==> config.mk <==
export PLATFORM = sky130hd
export DESIGN_NAME = dmem_timer
export DESIGN_NICKNAME = d
export VERILOG_FILES = /design/src/rtl/dmem_pkg.sv /design/src/rtl/dmem_timer.sv
export SDC_FILE = /design/constraint.sdc
export NUM_CORES = 1
export LEC_CHECK = 0
export BUFFER_PORTS_ARGS = -buffer_cell sky130_fd_sc_hd__buf_2
export CORE_MARGIN = 10
export CORE_UTILIZATION = 55
export CTS_CLUSTER_SIZE = 10
export DETAILED_ROUTE_END_ITERATION = 6
export PLACE_DENSITY = 0.8
export SYNTH_ARGS = -nofsm -noshare
export SYNTH_HDL_FRONTEND = slang
export SYNTH_SLANG_ARGS = --single-unit
==> constraint.sdc <==
create_clock -name clk -period 4.67 [get_ports clk]
set_input_delay 0.2335 -clock clk [delete_from_list [all_inputs] [get_ports clk]]
set_output_delay 0.2335 -clock clk [all_outputs]
set_load 0.03 [all_outputs]
==> src/rtl/dmem_pkg.sv <==
// Shared widths and vector types for the data memory subsystem
// Access size, response and command codes of the request/response protocol

package dmem_pkg;

    // ---------------------------------------------------------------------
    // Widths
    // ---------------------------------------------------------------------
    localparam int DMEM_AWIDTH = 32;
    localparam int DMEM_DWIDTH = 32;

    // Byte address and data word
    typedef logic [DMEM_AWIDTH-1:0] dmem_addr_t;
    typedef logic [DMEM_DWIDTH-1:0] dmem_data_t;

    // Access size code
    typedef logic [1:0] dmem_width_t;

    // Response code, driven by the target
    typedef logic [1:0] dmem_resp_t;

    // ---------------------------------------------------------------------
    // Codes
    // ---------------------------------------------------------------------
    localparam dmem_width_t MEM_WIDTH_BYTE  = 2'd0;
    localparam dmem_width_t MEM_WIDTH_HWORD = 2'd1;
    localparam dmem_width_t MEM_WIDTH_WORD  = 2'd2;

    localparam dmem_resp_t MEM_RESP_NOTRDY = 2'd0;
    localparam dmem_resp_t MEM_RESP_RDY_OK = 2'd1;
    localparam dmem_resp_t MEM_RESP_RDY_ER = 2'd2;

    // One-bit command
    localparam logic MEM_CMD_RD = 1'b0;
    localparam logic MEM_CMD_WR = 1'b1;

endpackage
==> src/rtl/dmem_timer.sv <==
// Memory-mapped machine timer
// CTRL, MTIME and MTIMECMP registers with compare interrupt

`timescale 1ns/100ps

module dmem_timer import dmem_pkg::*; (
    input  logic        clk,
    input  logic        rst_n,
    input  logic        req,
    input  logic        cmd,
    input  dmem_width_t width,
    input  dmem_addr_t  addr,
    input  dmem_data_t  wdata,
    output logic        req_ack,
    output dmem_data_t  rdata,
    output dmem_resp_t  resp,
    output logic        irq
);

    // Register offsets inside the timer window
    localparam logic [3:0] OFS_CTRL     = 4'h0;
    localparam logic [3:0] OFS_MTIME    = 4'h4;
    localparam logic [3:0] OFS_MTIMECMP = 4'h8;

    logic       timer_en;
    dmem_data_t mtime;
    dmem_data_t mtimecmp;
    logic       reg_hit;
    logic       access_err;
    logic       accept;
    logic       do_write;

    assign accept = req & req_ack;

    always_comb begin
        case (addr[3:0])
            OFS_CTRL, OFS_MTIME, OFS_MTIMECMP: reg_hit = 1'b1;
            default:                           reg_hit = 1'b0;
        endcase
    end

    // Word accesses only
    assign access_err = (width != MEM_WIDTH_WORD) | ~reg_hit;
    assign do_write   = accept & ~access_err & (cmd == MEM_CMD_WR);

    // ---------------------------------------------------------------------
    // Handshake, registers and counter
    // ---------------------------------------------------------------------
    always_ff @(posedge clk) begin
        if (!rst_n) begin
            req_ack  <= 1'b0;
            resp     <= MEM_RESP_NOTRDY;
            timer_en <= 1'b0;
            mtime    <= '0;
            mtimecmp <= '1;
        end else begin
            req_ack <= 1'b1;
            if (accept) begin
                resp <= access_err ? MEM_RESP_RDY_ER : MEM_RESP_RDY_OK;
            end else begin
                resp <= MEM_RESP_NOTRDY;
            end

            if (do_write && (addr[3:0] == OFS_CTRL)) begin
                timer_en <= wdata[0];
            end
            if (do_write && (addr[3:0] == OFS_MTIMECMP)) begin
                mtimecmp <= wdata;
            end

            // A write to MTIME beats the increment
            if (do_write && (addr[3:0] == OFS_MTIME)) begin
                mtime <= wdata;
            end else if (timer_en) begin
                mtime <= mtime + 1'b1;
            end
        end
    end

    // Read data, sampled at acceptance
    always_ff @(posedge clk) begin
        if (accept && !access_err && (cmd == MEM_CMD_RD)) begin
            case (addr[3:0])
                OFS_CTRL:     rdata <= {{(DMEM_DWIDTH-1){1'b0}}, timer_en};
                OFS_MTIME:    rdata <= mtime;
                default:      rdata <= mtimecmp;
            endcase
        end
    end

    // Compare interrupt
    assign irq = timer_en & (mtime >= mtimecmp);

endmodule

== Yosys cells after proc, flatten, opt, wreduce, memory -nomap -nowiden ==
Cells that the tools add are included.

* Register bits: 100
* Output and inout port bits: 36

* $add $sub $neg: 1
* Order comparisons: 1
* Eq/ne operators: 3
* Muxes and demuxes: 6
* Bitwise logic cells: 8
* Reduce and logical (&&, ||, !) cells: 10

{| class="wikitable"
|+ Operators by type and width
! kind !! number
|-
| $mux W32 || 2
|-
| $pmux W32 S2 || 1
|-
| $add A32 B1 Y32 const B || 1
|-
| $ge A32 B32 Y1 || 1
|-
| $logic_and A1 B1 Y1 || 5
|-
| $and A1 B1 Y1 || 4
|-
| $eq A4 B3 Y1 const B || 1
|-
| $eq A4 B4 Y1 const B || 1
|-
| $logic_not A4 Y1 || 1
|-
| $not A1 Y1 || 3
|-
| $reduce_or A3 Y1 || 1
|-
| $mux W1 || 2
|-
| $mux W2 || 1
|-
| $ne A2 B2 Y1 const B || 1
|-
| $reduce_and A2 Y1 || 1
|-
| $reduce_bool A2 Y1 || 1
|-
| $logic_not A1 Y1 || 1
|-
| $or A1 B1 Y1 || 1
|}

== Longest topological paths before layout ==
* Depth in word-level cells: 10
* Depth in mapped cells: 9

== Least setup slack after synthesis ==
OpenSTA, ideal clock, no wires.

* Path kind: in2reg
* Start point: input port addr[1]
* End point: register rdata[0], enable pin
* Library setup time: 425 ps
* Arrival time: 2438 ps
* Data required time: 4245 ps
* Slack: 1807 ps
* Stages on the path: 4
* Cells stage by stage: nor4b_1 -> and4_1 -> clkbuf_1 -> nor2b_1

* Cells in the longest elaborated chain, start to end: 8
* Elaborated cells between the ends (all ways): 10

{| class="wikitable"
|+ RTL lines
! item !! line !! source
|-
| start: declaration || dmem_timer.sv:12 || <nowiki>input dmem_addr_t addr,</nowiki>
|-
| $eq A4 B4 Y1 (tied with other cells) || dmem_timer.sv:36 || <nowiki>case (addr[3:0])</nowiki>
|-
| $reduce_or A3 Y1 * || dmem_timer.sv:36 ||
|-
| $mux W1 * || dmem_timer.sv:36 ||
|-
| $not A1 Y1 * || dmem_timer.sv:43 || <nowiki>assign access_err = (width != MEM_WIDTH_WORD) | ~reg_hit;</nowiki>
|-
| $or A1 B1 Y1 * || dmem_timer.sv:43 ||
|-
| $logic_not A1 Y1 * || dmem_timer.sv:82 || <nowiki>if (accept && !access_err && (cmd == MEM_CMD_RD)) begin</nowiki>
|-
| $logic_and A1 B1 Y1 * (2 in a row) || dmem_timer.sv:82 ||
|-
| end signal: assignment || dmem_timer.sv:84 || <nowiki>OFS_CTRL: rdata <= {{(DMEM_DWIDTH-1){1'b0}}, timer_en};</nowiki>
|-
| end signal: assignment || dmem_timer.sv:85 || <nowiki>OFS_MTIME: rdata <= mtime;</nowiki>
|-
| end signal: assignment || dmem_timer.sv:86 || <nowiki>default: rdata <= mtimecmp;</nowiki>
|-
| end: declaration || dmem_timer.sv:15 || <nowiki>output dmem_data_t rdata,</nowiki>
|}

Every way passes the cells marked *; elsewhere a longest branch is shown, timed or not.
A chain may end at the register's enable or synchronous reset.

== Worst setup path after layout ==
* Start point: register timer_en
* End point: register mtime[25]

* Cells in the longest elaborated chain, start to end: 1

{| class="wikitable"
|+ RTL lines
! item !! line !! source
|-
| start: declaration || dmem_timer.sv:25 || <nowiki>logic timer_en;</nowiki>
|-
| start signal: assignment || dmem_timer.sv:65 || <nowiki>timer_en <= wdata[0];</nowiki>
|-
| $reduce_bool A2 Y1 (no source line) || n/a ||
|-
| end signal: assignment || dmem_timer.sv:73 || <nowiki>mtime <= wdata;</nowiki>
|-
| end signal: assignment || dmem_timer.sv:75 || <nowiki>mtime <= mtime + 1'b1;</nowiki>
|-
| end: declaration || dmem_timer.sv:26 || <nowiki>dmem_data_t mtime;</nowiki>
|}

No other way between the ends.

==> flow_summary.toml <==
[timing]
setup_viol = 0
worst_clock_skew_ns = 0.00887
finalMaxSlewViolations = 0
hold_viol_final = 0
fin_crit_sh_pct = 56.6
timing.final.ws_setup_ns = 2.03
rsz0062_at_grt = "no"
period_needed_ns = 2.64
finalSetupTns_ns = 0
slew_headroom_pct = 23.0
fmax_mhz = 378
tightest_slew_ns = 1.15

[layout]
fillers = 740
synthToLayoutAreaGrowth_pct = 12.2
regArea_mm2 = 0.00232
layout.nets = 720
num_antenna_cells = 0
multi_input_area_mm2 = 0.00247
drive_gt1_share_pct = 16.1

[clock_tree]
cts_buffers = 9
root_buffer = "clkbuf_8"
cts_setup_buffers = 0
clk_pin_slew_worst_paths_ns = 0.10
cts_tree = "built"
cts_resized = 0
ctsLongestPathBuffers = 2
clk_latency_ns = 0.36
cts_num_sinks = 100
hold_buffers = 0
htree_levels = 3

[power_and_ir_drop]
power_density_mw_per_mm2 = 272
p_leak_nw = 2.42
irDropWorstVdd_mv = 0.152

[grt]
grt_pass1_wl_um = 20800
grt.total_usage_pct = 19.0
grt_max_degree = 68
grt_remaining_overflow = 0
grt_pass1_vias = 4291
antenna_found_initial = 0

[drt]
viasPerCell = 6.09
drt_iter0_drc = 358
routed_wl_um = 12700
avgRoutedWirePerCell_um = 17.4
vias = 4444
first_pass_iters = 5
ant_nets = 0
drcViolationCount = 0

[worst_setup_path]
worstPathRequired_ns = 4.97
endpoint = "mtime[25]$_SDFFE_PN0P_"
crit_start = "timer_en$_SDFFE_PN0P_"
critPathArrivalTime_ns = 2.94
r2r_slack_ns = 2.03
crit_path_max_fanout = 12
reg2reg_to = "mtime[25]$_SDFFE_PN0P_"
worstSetupPathType = "reg2reg"
timing.rr.start = "timer_en$_SDFFE_PN0P_"
r2r_cells = 4
worst_setup_path_start_kind = "flop"
crit_path_end_kind = "flop"

[logic_synthesis]
yosys-top-cells-count = "dfxtp_1, o21ai_0, nand2_1, nand3_1, inv_1"
synthArstFlopShare_pct = 0
ys_ff_latch = 100
synth_area_mm2 = 0.00508
netlist-cell-type-count = 36
synthCells = 561
synth_edf_count = 32
yosysMostFrequentCell = "dfxtp_1"
synth_top_cell_by_area = "dfxtp_1"
yosysTopAreaCellShare_pct = 26.8
yosysWarnings = 0
syn_area_per_cell_um2 = 9.05
syn-num-nets = 664
synth_area_leaders = "dfxtp_1, edfxtp_1, ha_1"
synth-main-ff-cell = "dfxtp_1"
seq_area_frac_synth_pct = 45.7

[placement]
io_buffers = 77
post-place-ws_ns = 2.08
place_congestion = 0.825
hpwl_um = 8690

[floorplan]
core_mm2 = 0.00885
die_w_um = 116
start_util_pct = 57.4
die-area_mm2 = 0.0135
rows = 34
io_pins = 106
die_h_um = 116

[job]
drv_cap = 0

[run_status]
outcome = "finished, final reports clean"

[hold_path]
worstHoldPathType = "in2reg"
how the worst min path moves through the flow:
stage	cells past startpoint	endpoint	from
after global routing	3	mtimecmp[25]$_SDFFE_PN1P_	wdata[25]
final	3	mtimecmp[25]$_SDFFE_PN1P_	wdata[25]
after CTS	3	mtimecmp[25]$_SDFFE_PN1P_	wdata[25]
after floorplan	0	req_ack$_DFF_P_	rst_n
after detailed placement	3	mtimecmp[31]$_SDFFE_PN1P_	wdata[31]
after global placement	2	resp[1]$_SDFF_PN0_	req_ack$_DFF_P_
through the flow:
stage / hold WS [ns] / instances / instance area (um2) / power, mW / util [%]
after floorplan: 0.261 / 561 / 5080 / 0.948 / -
after global placement: 0.448 / 714 / 5490 / 0.981 / 62.0
after detailed placement: 0.480 / 714 / 5490 / 0.982 / 62.0
after CTS: 0.102 / 730 / 5700 / 1.55 / 64.4
after global routing: 0.104 / 730 / 5700 / 1.59 / 64.4
final: 0.0993 / 730 / 5700 / 1.55 / 64.4
where the power goes:
group / internal (mW) / switching (mW) / leakage, nW
sequential: 0.896 / 0.000916 / 0.883
combinational: 0.0205 / 0.0453 / 1.44
clock: 0.278 / 0.305 / 0.102
final cells by class:
type,count,share of cell area (%)
sequential,100,40.8
clock buffer,11,2.66
clock inverter,5,1.03
tap,108,2.37
inverter,39,2.57
timing repair buffer,80,7.16
multi-input combinational,387,43.4
registers in the layout (all words and copies together), names as in the netlist:
register and cells:
rdata 32, resp 2, timer_en 1, mtime 32
req_ack 1, mtimecmp 32
cells by family after synthesis:
logic type      share of synthesized area (%)
flops                                    45.7
fa+ha+maj                                8.13
xor+xnor                                 3.62
simple gates                             18.7
compound gates                           17.5
buf+inv                                  5.69
mux                                     0.592
worst max-delay path: stages (launching register included):
cell	delay (ns)
dfxtp_1	0.58
nand4_1	0.58
or4_1	0.78
or4_1	0.47
a31oi_1	0.17
routing by layer:
layer  GRT usage [%]  up-vias  wire length, um
met1            23.8     2104             5360
met3            4.39       17              998
met4            6.76        0              167
met5               0        -                0
li1                -     2167                -
met2            31.3      156             6180
placed cells by master, fill, tap and decap left out, types with 23 or more instances in the layout:
| master | count |
|---|---|
| o211ai_1 | 32 |
| nand2_1 | 54 |
| ha_1 | 33 |
| nor2_1 | 23 |
| nand3_1 | 45 |
| dfxtp_1 | 68 |
| inv_1 | 39 |
| edfxtp_1 | 32 |
| a21oi_1 | 23 |
| buf_2 | 77 |
| o21ai_0 | 57 |
No activity file was read; power rests on OpenSTA's default activity.
