<file path="src/rtl/dmem_pkg.sv">
// Shared widths and vector types for the data memory subsystem
// Access size, response and command codes of the request/response protocol

package dmem_pkg;

    // ---------------------------------------------------------------------
    // Widths
    // ---------------------------------------------------------------------
    localparam int DMEM_AWIDTH = 32;
    localparam int DMEM_DWIDTH = 32;

    // Byte address and data word
    typedef logic [DMEM_AWIDTH-1:0] dmem_addr_t;
    typedef logic [DMEM_DWIDTH-1:0] dmem_data_t;

    // Access size code
    typedef logic [1:0] dmem_width_t;

    // Response code, driven by the target
    typedef logic [1:0] dmem_resp_t;

    // ---------------------------------------------------------------------
    // Codes
    // ---------------------------------------------------------------------
    localparam dmem_width_t MEM_WIDTH_BYTE  = 2'd0;
    localparam dmem_width_t MEM_WIDTH_HWORD = 2'd1;
    localparam dmem_width_t MEM_WIDTH_WORD  = 2'd2;

    localparam dmem_resp_t MEM_RESP_NOTRDY = 2'd0;
    localparam dmem_resp_t MEM_RESP_RDY_OK = 2'd1;
    localparam dmem_resp_t MEM_RESP_RDY_ER = 2'd2;

    // One-bit command
    localparam logic MEM_CMD_RD = 1'b0;
    localparam logic MEM_CMD_WR = 1'b1;

endpackage
</file>
<file path="src/rtl/dmem_router.sv">
// Data memory router with address decoder and two-phase FSM
// Steers core accesses to the TCM, timer or external port

`timescale 1ns/100ps

module dmem_router import dmem_pkg::*; #(
    parameter dmem_addr_t PORT1_ADDR_MASK    = 32'hFFFF0000,
    parameter dmem_addr_t PORT1_ADDR_PATTERN = 32'h00010000,
    parameter dmem_addr_t PORT2_ADDR_MASK    = 32'hFFFF0000,
    parameter dmem_addr_t PORT2_ADDR_PATTERN = 32'h00020000
) (
    input  logic        clk,
    input  logic        rst_n,

    // Core side
    input  logic        dmem_req,
    input  logic        dmem_cmd,
    input  dmem_width_t dmem_width,
    input  dmem_addr_t  dmem_addr,
    input  dmem_data_t  dmem_wdata,
    output logic        dmem_req_ack,
    output dmem_data_t  dmem_rdata,
    output dmem_resp_t  dmem_resp,

    // Port 0, default target
    output logic        port0_req,
    output logic        port0_cmd,
    output dmem_width_t port0_width,
    output dmem_addr_t  port0_addr,
    output dmem_data_t  port0_wdata,
    input  logic        port0_req_ack,
    input  dmem_data_t  port0_rdata,
    input  dmem_resp_t  port0_resp,

    // Port 1
    output logic        port1_req,
    output logic        port1_cmd,
    output dmem_width_t port1_width,
    output dmem_addr_t  port1_addr,
    output dmem_data_t  port1_wdata,
    input  logic        port1_req_ack,
    input  dmem_data_t  port1_rdata,
    input  dmem_resp_t  port1_resp,

    // Port 2
    output logic        port2_req,
    output logic        port2_cmd,
    output dmem_width_t port2_width,
    output dmem_addr_t  port2_addr,
    output dmem_data_t  port2_wdata,
    input  logic        port2_req_ack,
    input  dmem_data_t  port2_rdata,
    input  dmem_resp_t  port2_resp
);

    typedef enum logic {
        FSM_ADDR,
        FSM_DATA
    } fsm_state_e;

    typedef enum logic [1:0] {
        SEL_PORT0,
        SEL_PORT1,
        SEL_PORT2
    } port_sel_e;

    fsm_state_e fsm;
    port_sel_e  port_sel;
    port_sel_e  port_sel_r;
    logic       accept_window;
    logic       sel_req_ack;
    dmem_data_t sel_rdata;
    dmem_resp_t sel_resp;

    // ---------------------------------------------------------------------
    // Address decoder
    // ---------------------------------------------------------------------
    // Port 1 wins over port 2 when both windows match
    always_comb begin
        port_sel = SEL_PORT0;
        if ((dmem_addr & PORT1_ADDR_MASK) == PORT1_ADDR_PATTERN) begin
            port_sel = SEL_PORT1;
        end else if ((dmem_addr & PORT2_ADDR_MASK) == PORT2_ADDR_PATTERN) begin
            port_sel = SEL_PORT2;
        end
    end

    // ---------------------------------------------------------------------
    // Phase FSM
    // ---------------------------------------------------------------------
    // New address phase only when idle or in the RDY_OK cycle
    assign accept_window = (fsm == FSM_ADDR)
                         | ((fsm == FSM_DATA) & (sel_resp == MEM_RESP_RDY_OK));

    always_ff @(posedge clk) begin
        if (!rst_n) begin
            fsm        <= FSM_ADDR;
            port_sel_r <= SEL_PORT0;
        end else begin
            case (fsm)
                FSM_ADDR: begin
                    if (dmem_req & sel_req_ack) begin
                        fsm        <= FSM_DATA;
                        port_sel_r <= port_sel;
                    end
                end
                FSM_DATA: begin
                    if (sel_resp == MEM_RESP_RDY_OK) begin
                        // overlapped acceptance keeps the data phase open
                        if (dmem_req & sel_req_ack) begin
                            port_sel_r <= port_sel;
                        end else begin
                            fsm <= FSM_ADDR;
                        end
                    end else if (sel_resp == MEM_RESP_RDY_ER) begin
                        fsm <= FSM_ADDR;
                    end
                end
                default: begin
                    fsm <= FSM_ADDR;
                end
            endcase
        end
    end

    // Acknowledge from the port being addressed now
    always_comb begin
        sel_req_ack = 1'b0;
        if (accept_window) begin
            case (port_sel)
                SEL_PORT0: sel_req_ack = port0_req_ack;
                SEL_PORT1: sel_req_ack = port1_req_ack;
                SEL_PORT2: sel_req_ack = port2_req_ack;
                default:   sel_req_ack = 1'b0;
            endcase
        end
    end

    // Response from the port registered at acceptance
    always_comb begin
        case (port_sel_r)
            SEL_PORT0: begin
                sel_rdata = port0_rdata;
                sel_resp  = port0_resp;
            end
            SEL_PORT1: begin
                sel_rdata = port1_rdata;
                sel_resp  = port1_resp;
            end
            SEL_PORT2: begin
                sel_rdata = port2_rdata;
                sel_resp  = port2_resp;
            end
            default: begin
                sel_rdata = '0;
                sel_resp  = MEM_RESP_RDY_ER;
            end
        endcase
    end

    // ---------------------------------------------------------------------
    // Core and port outputs
    // ---------------------------------------------------------------------
    assign dmem_req_ack = sel_req_ack;
    assign dmem_rdata   = sel_rdata;
    assign dmem_resp    = sel_resp;

    // Only req is gated, the fields go to every port
    assign port0_req = dmem_req & accept_window & (port_sel == SEL_PORT0);
    assign port1_req = dmem_req & accept_window & (port_sel == SEL_PORT1);
    assign port2_req = dmem_req & accept_window & (port_sel == SEL_PORT2);

    assign port0_cmd   = dmem_cmd;
    assign port0_width = dmem_width;
    assign port0_addr  = dmem_addr;
    assign port0_wdata = dmem_wdata;

    assign port1_cmd   = dmem_cmd;
    assign port1_width = dmem_width;
    assign port1_addr  = dmem_addr;
    assign port1_wdata = dmem_wdata;

    assign port2_cmd   = dmem_cmd;
    assign port2_width = dmem_width;
    assign port2_addr  = dmem_addr;
    assign port2_wdata = dmem_wdata;

endmodule

</file>
<file path="config.mk">
export PLATFORM = sky130hd
export DESIGN_NAME = dmem_router
export DESIGN_NICKNAME = d
export VERILOG_FILES = /design/src/rtl/dmem_pkg.sv /design/src/rtl/dmem_router.sv
export SDC_FILE = /design/constraint.sdc
export NUM_CORES = 1
export LEC_CHECK = 0
export BUFFER_PORTS_ARGS = -buffer_cell sky130_fd_sc_hd__clkbuf_2
export CORE_AREA = 2 2 162 164
export DETAILED_ROUTE_END_ITERATION = 10
export DIE_AREA = 0 0 164 166
export PLACE_DENSITY = 0.44
export SYNTH_ARGS = -nofsm -noshare
export SYNTH_HDL_FRONTEND = slang
export SYNTH_SLANG_ARGS = --single-unit
export TNS_END_PERCENT = 1
</file>
<file path="constraint.sdc">
create_clock -name clk -period 1.6 [get_ports clk]
set_input_delay 0.16 -clock clk [delete_from_list [all_inputs] [get_ports clk]]
set_output_delay 0.16 -clock clk [all_outputs]
set_load 0.01 [all_outputs]
</file>
Word-level counts from Yosys, hierarchy flattened
Index checks and enable logic that the tools add are counted.
- shift operators: 0
- add/sub/neg operators: 0
- mux-type cells: 13
- equality and inequality tests: 9
- div/mod/pow operators: 0
- reduce and logical (&&, ||, !) cells: 2
- multiply operators: 0
- $lt $le $gt $ge: 0
- bitwise logic cells: 8
- operators by type and width (cell ; number):
    $pmux 32 s3 ; 1
    $eq 16x1->1 const B ; 1
    $eq 16x2->1 const B ; 1
    $mux 2 ; 4
    $and 1x1->1 ; 6
    $eq 2x1->1 const B ; 3
    $eq 2x2->1 const B ; 3
    $pmux 2 s3 ; 1
    $logic_not 2->1 ; 2
    $mux 1 ; 4
    $pmux 2 s2 ; 1
    $pmux 1 s3 ; 1
    $ne 2x1->1 const B ; 1
    $pmux 1 s2 ; 1
    $not 1->1 ; 1
    $or 1x1->1 ; 1
- memory bits (read-only): 0
- bits in latches: 0
- memory bits (writable): 0
- input port bits: 175
- word-level logic and storage cells: 34
- memories kept: 0
- output and inout bits: 239
- register bits after elaboration: 3

Longest topological paths before layout
- depth after elaboration: 10
- mapped depth: 6
- gate-level depth less buffers: 5

Worst setup path before layout
OpenSTA, ideal clock, no wires.
- kind: register to output
- start: reg port_sel_r[0]
- end: out port0_req
- slack: 9 ps
- data required time: 1440 ps
- path buffers: 0
- cell stages (with the launch flop): 6
- arrival: 1431 ps
- cells stage by stage: dfxtp_1 mux2i_1 mux2i_2 o31a_1 nand2b_1 nor2_1
- word-level cells in the longest chain between the ends: 7
- elaborated cells on any way between the ends: 9
- RTL lines (what ; line ; text):
    from (decl) ; dmem_router.sv:69 ; port_sel_e port_sel_r;
    from (signal assigned) ; dmem_router.sv:104 ; port_sel_r <= port_sel;
    from (signal assigned) ; dmem_router.sv:111 ; port_sel_r <= port_sel;
    $eq 2x2->1, or another cell as far along ; dmem_router.sv:141 ; case (port_sel_r)
    $pmux 2 s3 * ; dmem_router.sv:141 ;
    net dmem_resp[1] ; dmem_router.sv:23 ; output dmem_resp_t dmem_resp,
    $eq 2x1->1 * ; dmem_router.sv:93 ; | ((fsm == FSM_DATA) & (sel_resp == MEM_RESP_RDY_OK));
    $and 1x1->1 * ; dmem_router.sv:93 ;
    $or 1x1->1 * ; dmem_router.sv:93 ;
    $and 1x1->1 * (2 in a row) ; dmem_router.sv:169 ; assign port0_req = dmem_req & accept_window & (port_sel == SEL_PORT0);
    to (decl) ; dmem_router.sv:26 ; output logic port0_req,
The timed path passes the listed nets; every way through them passes the cells marked *.

Final worst setup path
- start: reg port_sel_r[0]
- end: out port1_req
- word-level cells in the longest chain between the ends: 7
- elaborated cells on any way between the ends: 9
- RTL lines (what ; line ; text):
    $eq 2x2->1, or another cell as far along ; dmem_router.sv:141 ;
    $pmux 2 s3 * ; dmem_router.sv:141 ;
    $eq 2x1->1 * ; dmem_router.sv:93 ;
    $and 1x1->1 * ; dmem_router.sv:93 ;
    $or 1x1->1 * ; dmem_router.sv:93 ;
    $and 1x1->1 * (2 in a row) ; dmem_router.sv:170 ; assign port1_req = dmem_req & accept_window & (port_sel == SEL_PORT1);
    to (decl) ; dmem_router.sv:36 ; output logic port1_req,
Every way passes the cells marked *; elsewhere a longest branch is shown, timed or not.

==> run_results.csv <==
group,metric,value,unit
global_route,grt_pass1_vias,2065,
power,irDropWorstVdd,0.225,mV
clock_network,cts_hold_buf,0,
worst_setup_path,cp_cell_sequence,"mux2i_1 -> mux2i_2 -> o31a_1 -> nand2b_4 -> nor2_2 -> buf_2",
clock_network,cts_buffers,3,
worst_setup_path,cp_max_fo,3,
logic_synthesis,yosysUniqueCellTypes,26,
clock_network,clkLatencyLatePin,0.22,ns
floorplan,die_area,0.0272,mm²
min_path,hold_path_class,"in2reg",
drt,drt_iter0_markers,66,
drt,antenna_left,0,
drt,wl_per_cell,11.8,µm
place,port_buffers,209,
logic_synthesis,synthCells,354,
finish,final-seq-area,65.1,µm²
timing,skew,0.000691,ns
status,violations,"setup timing",
run,drv_cap,0,
clock_network,root_buffer,"clkbuf_16",
finish,multi_input_area,926,µm²
finish,antenna_cells,0,
power,leakage,0.00127,µW
logic_synthesis,synth_largest_area_cell,"buf_4",
worst_setup_path,worstRegToRegCells,6,
worst_setup_path,start_kind,"register",
global_route,grt.overflow.total,0,
clock_network,clockBufferDepth,2,
logic_synthesis,synth_edf_count,0,
place,pre_cts_ws,-0.0744,ns
place,hpwlAfterDp,7480,µm
timing,hold_viol_final,0,
finish,finalNetCount,557,
logic_synthesis,syn_area,0.00253,mm²
timing,rsz0062_at_grt,"yes",
logic_synthesis,synthTopCellsByArea,"buf_4 60%, mux2i_1 14%, o21ai_0 6.5%, nand2_1 5.6%, dfxtp_1 2.4%",
drt,route.final.wire_length,8440,µm
logic_synthesis,syn_nets,529,
worst_setup_path,path_class,"reg2out",
power,p_per_area,333,mW/mm²
logic_synthesis,yosys_warnings,0,
logic_synthesis,synth_area_per_cell,7.14,µm²
floorplan,core,0.0256,mm²
timing,fin_ws,-0.136,ns
clock_network,cts_max_level,1,
worst_setup_path,slowest_stage,"dfxtp_2",
drt,drc,0,
place,place_area,0.00264,mm²
timing,fin_crit_sh,108,%
finish,drive_above_1_share,66.9,%
logic_synthesis,synth_seq_cells,3,
floorplan,ios,414,
worst_setup_path,critPathCaptureType,"output port",
logic_synthesis,ys.flop_type,"dfxtp_1",
floorplan,start_util,9.86,%
timing,max_slew_margin,73.8,%
timing,fmax,576,MHz
clock_network,cts.clk_slew.worst_paths,0.03,ns
worst_setup_path,rrSetupSlack,-0.02,ns
drt,vias,2161,
clock_network,cts_tree,"yes",
floorplan,die_w,164,µm
floorplan,num_rows,59,
drt,first_pass_iters,4,
worst_setup_path,cp.arrival,1.58,ns
global_route,grt_usage,5.83,%
place,gp_congestion,0.712,
status,status,"finished, violations left",
global_route,grt_max_degree,21,
logic_synthesis,synth_top_cell_area_share,60.0,%
global_route,antenna_found_initial,1,
clock_network,clock_sinks,3,
power,power,934,µW
worst_setup_path,worstPathRequired,1.44,ns
logic_synthesis,yosysSeqAreaShare,2.38,%
global_route,grt_pass1_wl,11800,µm
finish,area.growth.synth_to_final,10.9,%
finish,fillCellCount,2998,
worst_setup_path,slowest_delay,0.33,ns
timing,period_needed,1.74,ns
finish,finish.instance_area,0.00280,mm²
logic_synthesis,ys_async_sr_fraction,0,%
min_path,worstHoldPathCells,3,
floorplan,die_h,166,µm
timing,tightestPinTransition,0.389,ns
timing,slew_viol_final,0,
drt,routed_via_density,3.02,
timing,finalSetupViolCount,21,
==> per-layer routing <==
metal | up-vias | wire (µm) | GRT usage [%]
li1 | 1005 | - | -
met1 | 881 | 2650 | 5.05
met2 | 229 | 4230 | 10.8
met3 | 42 | 1130 | 2.57
met4 | 4 | 366 | 3.24
met5 | - | 58 | 1.45
==> cells in the final DEF (no fill, tap or decap), drive strengths merged, types with 2 or more instances in the layout <==
master,Yosys,layout
nand2b,2,2
dfxtp,3,3
mux2i,37,37
o21ai,34,34
clkbuf,7,182
a211oi,2,2
nor2b,5,5
buf,206,58
nor4,3,3
nand2,38,38
a21oi,2,2
nor2,7,7
nand3,2,2
==> repair_timing <==
item,in CTS,in global routing
gates resized for setup,25,38
pin swaps,4,0
setup buffers,3,0
endpoints found under the setup margin,37,39
==> state kept, by name, summed over array words and instances (netlist names) <==
register	flops
fsm	1
port_sel_r	2
==> path summary, 6_finish.rpt <==
check                                     to                  startpoint
setup / recovery                   port1_req  port_sel_r[0]$_SDFFE_PN0P_
hold / removal    port_sel_r[0]$_SDFFE_PN0P_                       rst_n
hold reg to reg               fsm$_SDFF_PN0_              fsm$_SDFF_PN0_
setup reg to reg  port_sel_r[1]$_SDFFE_PN0P_  port_sel_r[0]$_SDFFE_PN0P_
==> report_power, final <==
group          total, µW  internal [µW]  switching [µW]
Clock                395            329            66.7
Sequential          76.0           75.3           0.694
Combinational        462            245             218
Total                934            648             285
==> final cells by class <==
cell class,instances,share of cell area [%]
Timing Repair Buffer,236,46.7
Inverter,1,0.134
Sequential cell,3,2.32
Clock buffer,4,2.81
Tap cell,335,15.0
Multi-Input combinational cell,137,33.1
==> logic make-up after synthesis <==
| kind of cell | count (synthesis) | synth area share (%) |
|---|---|---|
| buf+inv | 214 | 62.3 |
| flops | 3 | 2.38 |
| mux | 37 | 14.8 |
| compound gates | 41 | 9.46 |
| simple gates | 59 | 11.1 |
==> cell usage after synthesis (all sizes together) (2+ instances only) <==
master and n:
a211oi 2, a21oi 2, buf 206, clkbuf 7, dfxtp 3, mux2i 37, nand2 38, nand2b 2
nand3 2, nor2 7, nor2b 5, nor4 3, o21ai 34
==> per-stage QoR <==
step	setup TNS, ns	util [%]	std cells	hold WS, ns
after floorplan	0	-	354	0.306
after global placement	-0.237	10.3	709	0.320
after detailed placement	-0.318	10.3	709	0.320
after CTS	-1.93	10.9	716	0.243
after global routing	-4.80	10.9	716	0.265
final	-0.804	10.9	716	0.238
==> critical path, delay by kind of cell, from the launching register on <==
family | cells | cell delay, ns
flops | 1 | 0.33
compound gates | 1 | 0.33
buf+inv | 1 | 0.13
mux | 2 | 0.31
simple gates | 2 | 0.25
Power figures use the tool's default switching activity.
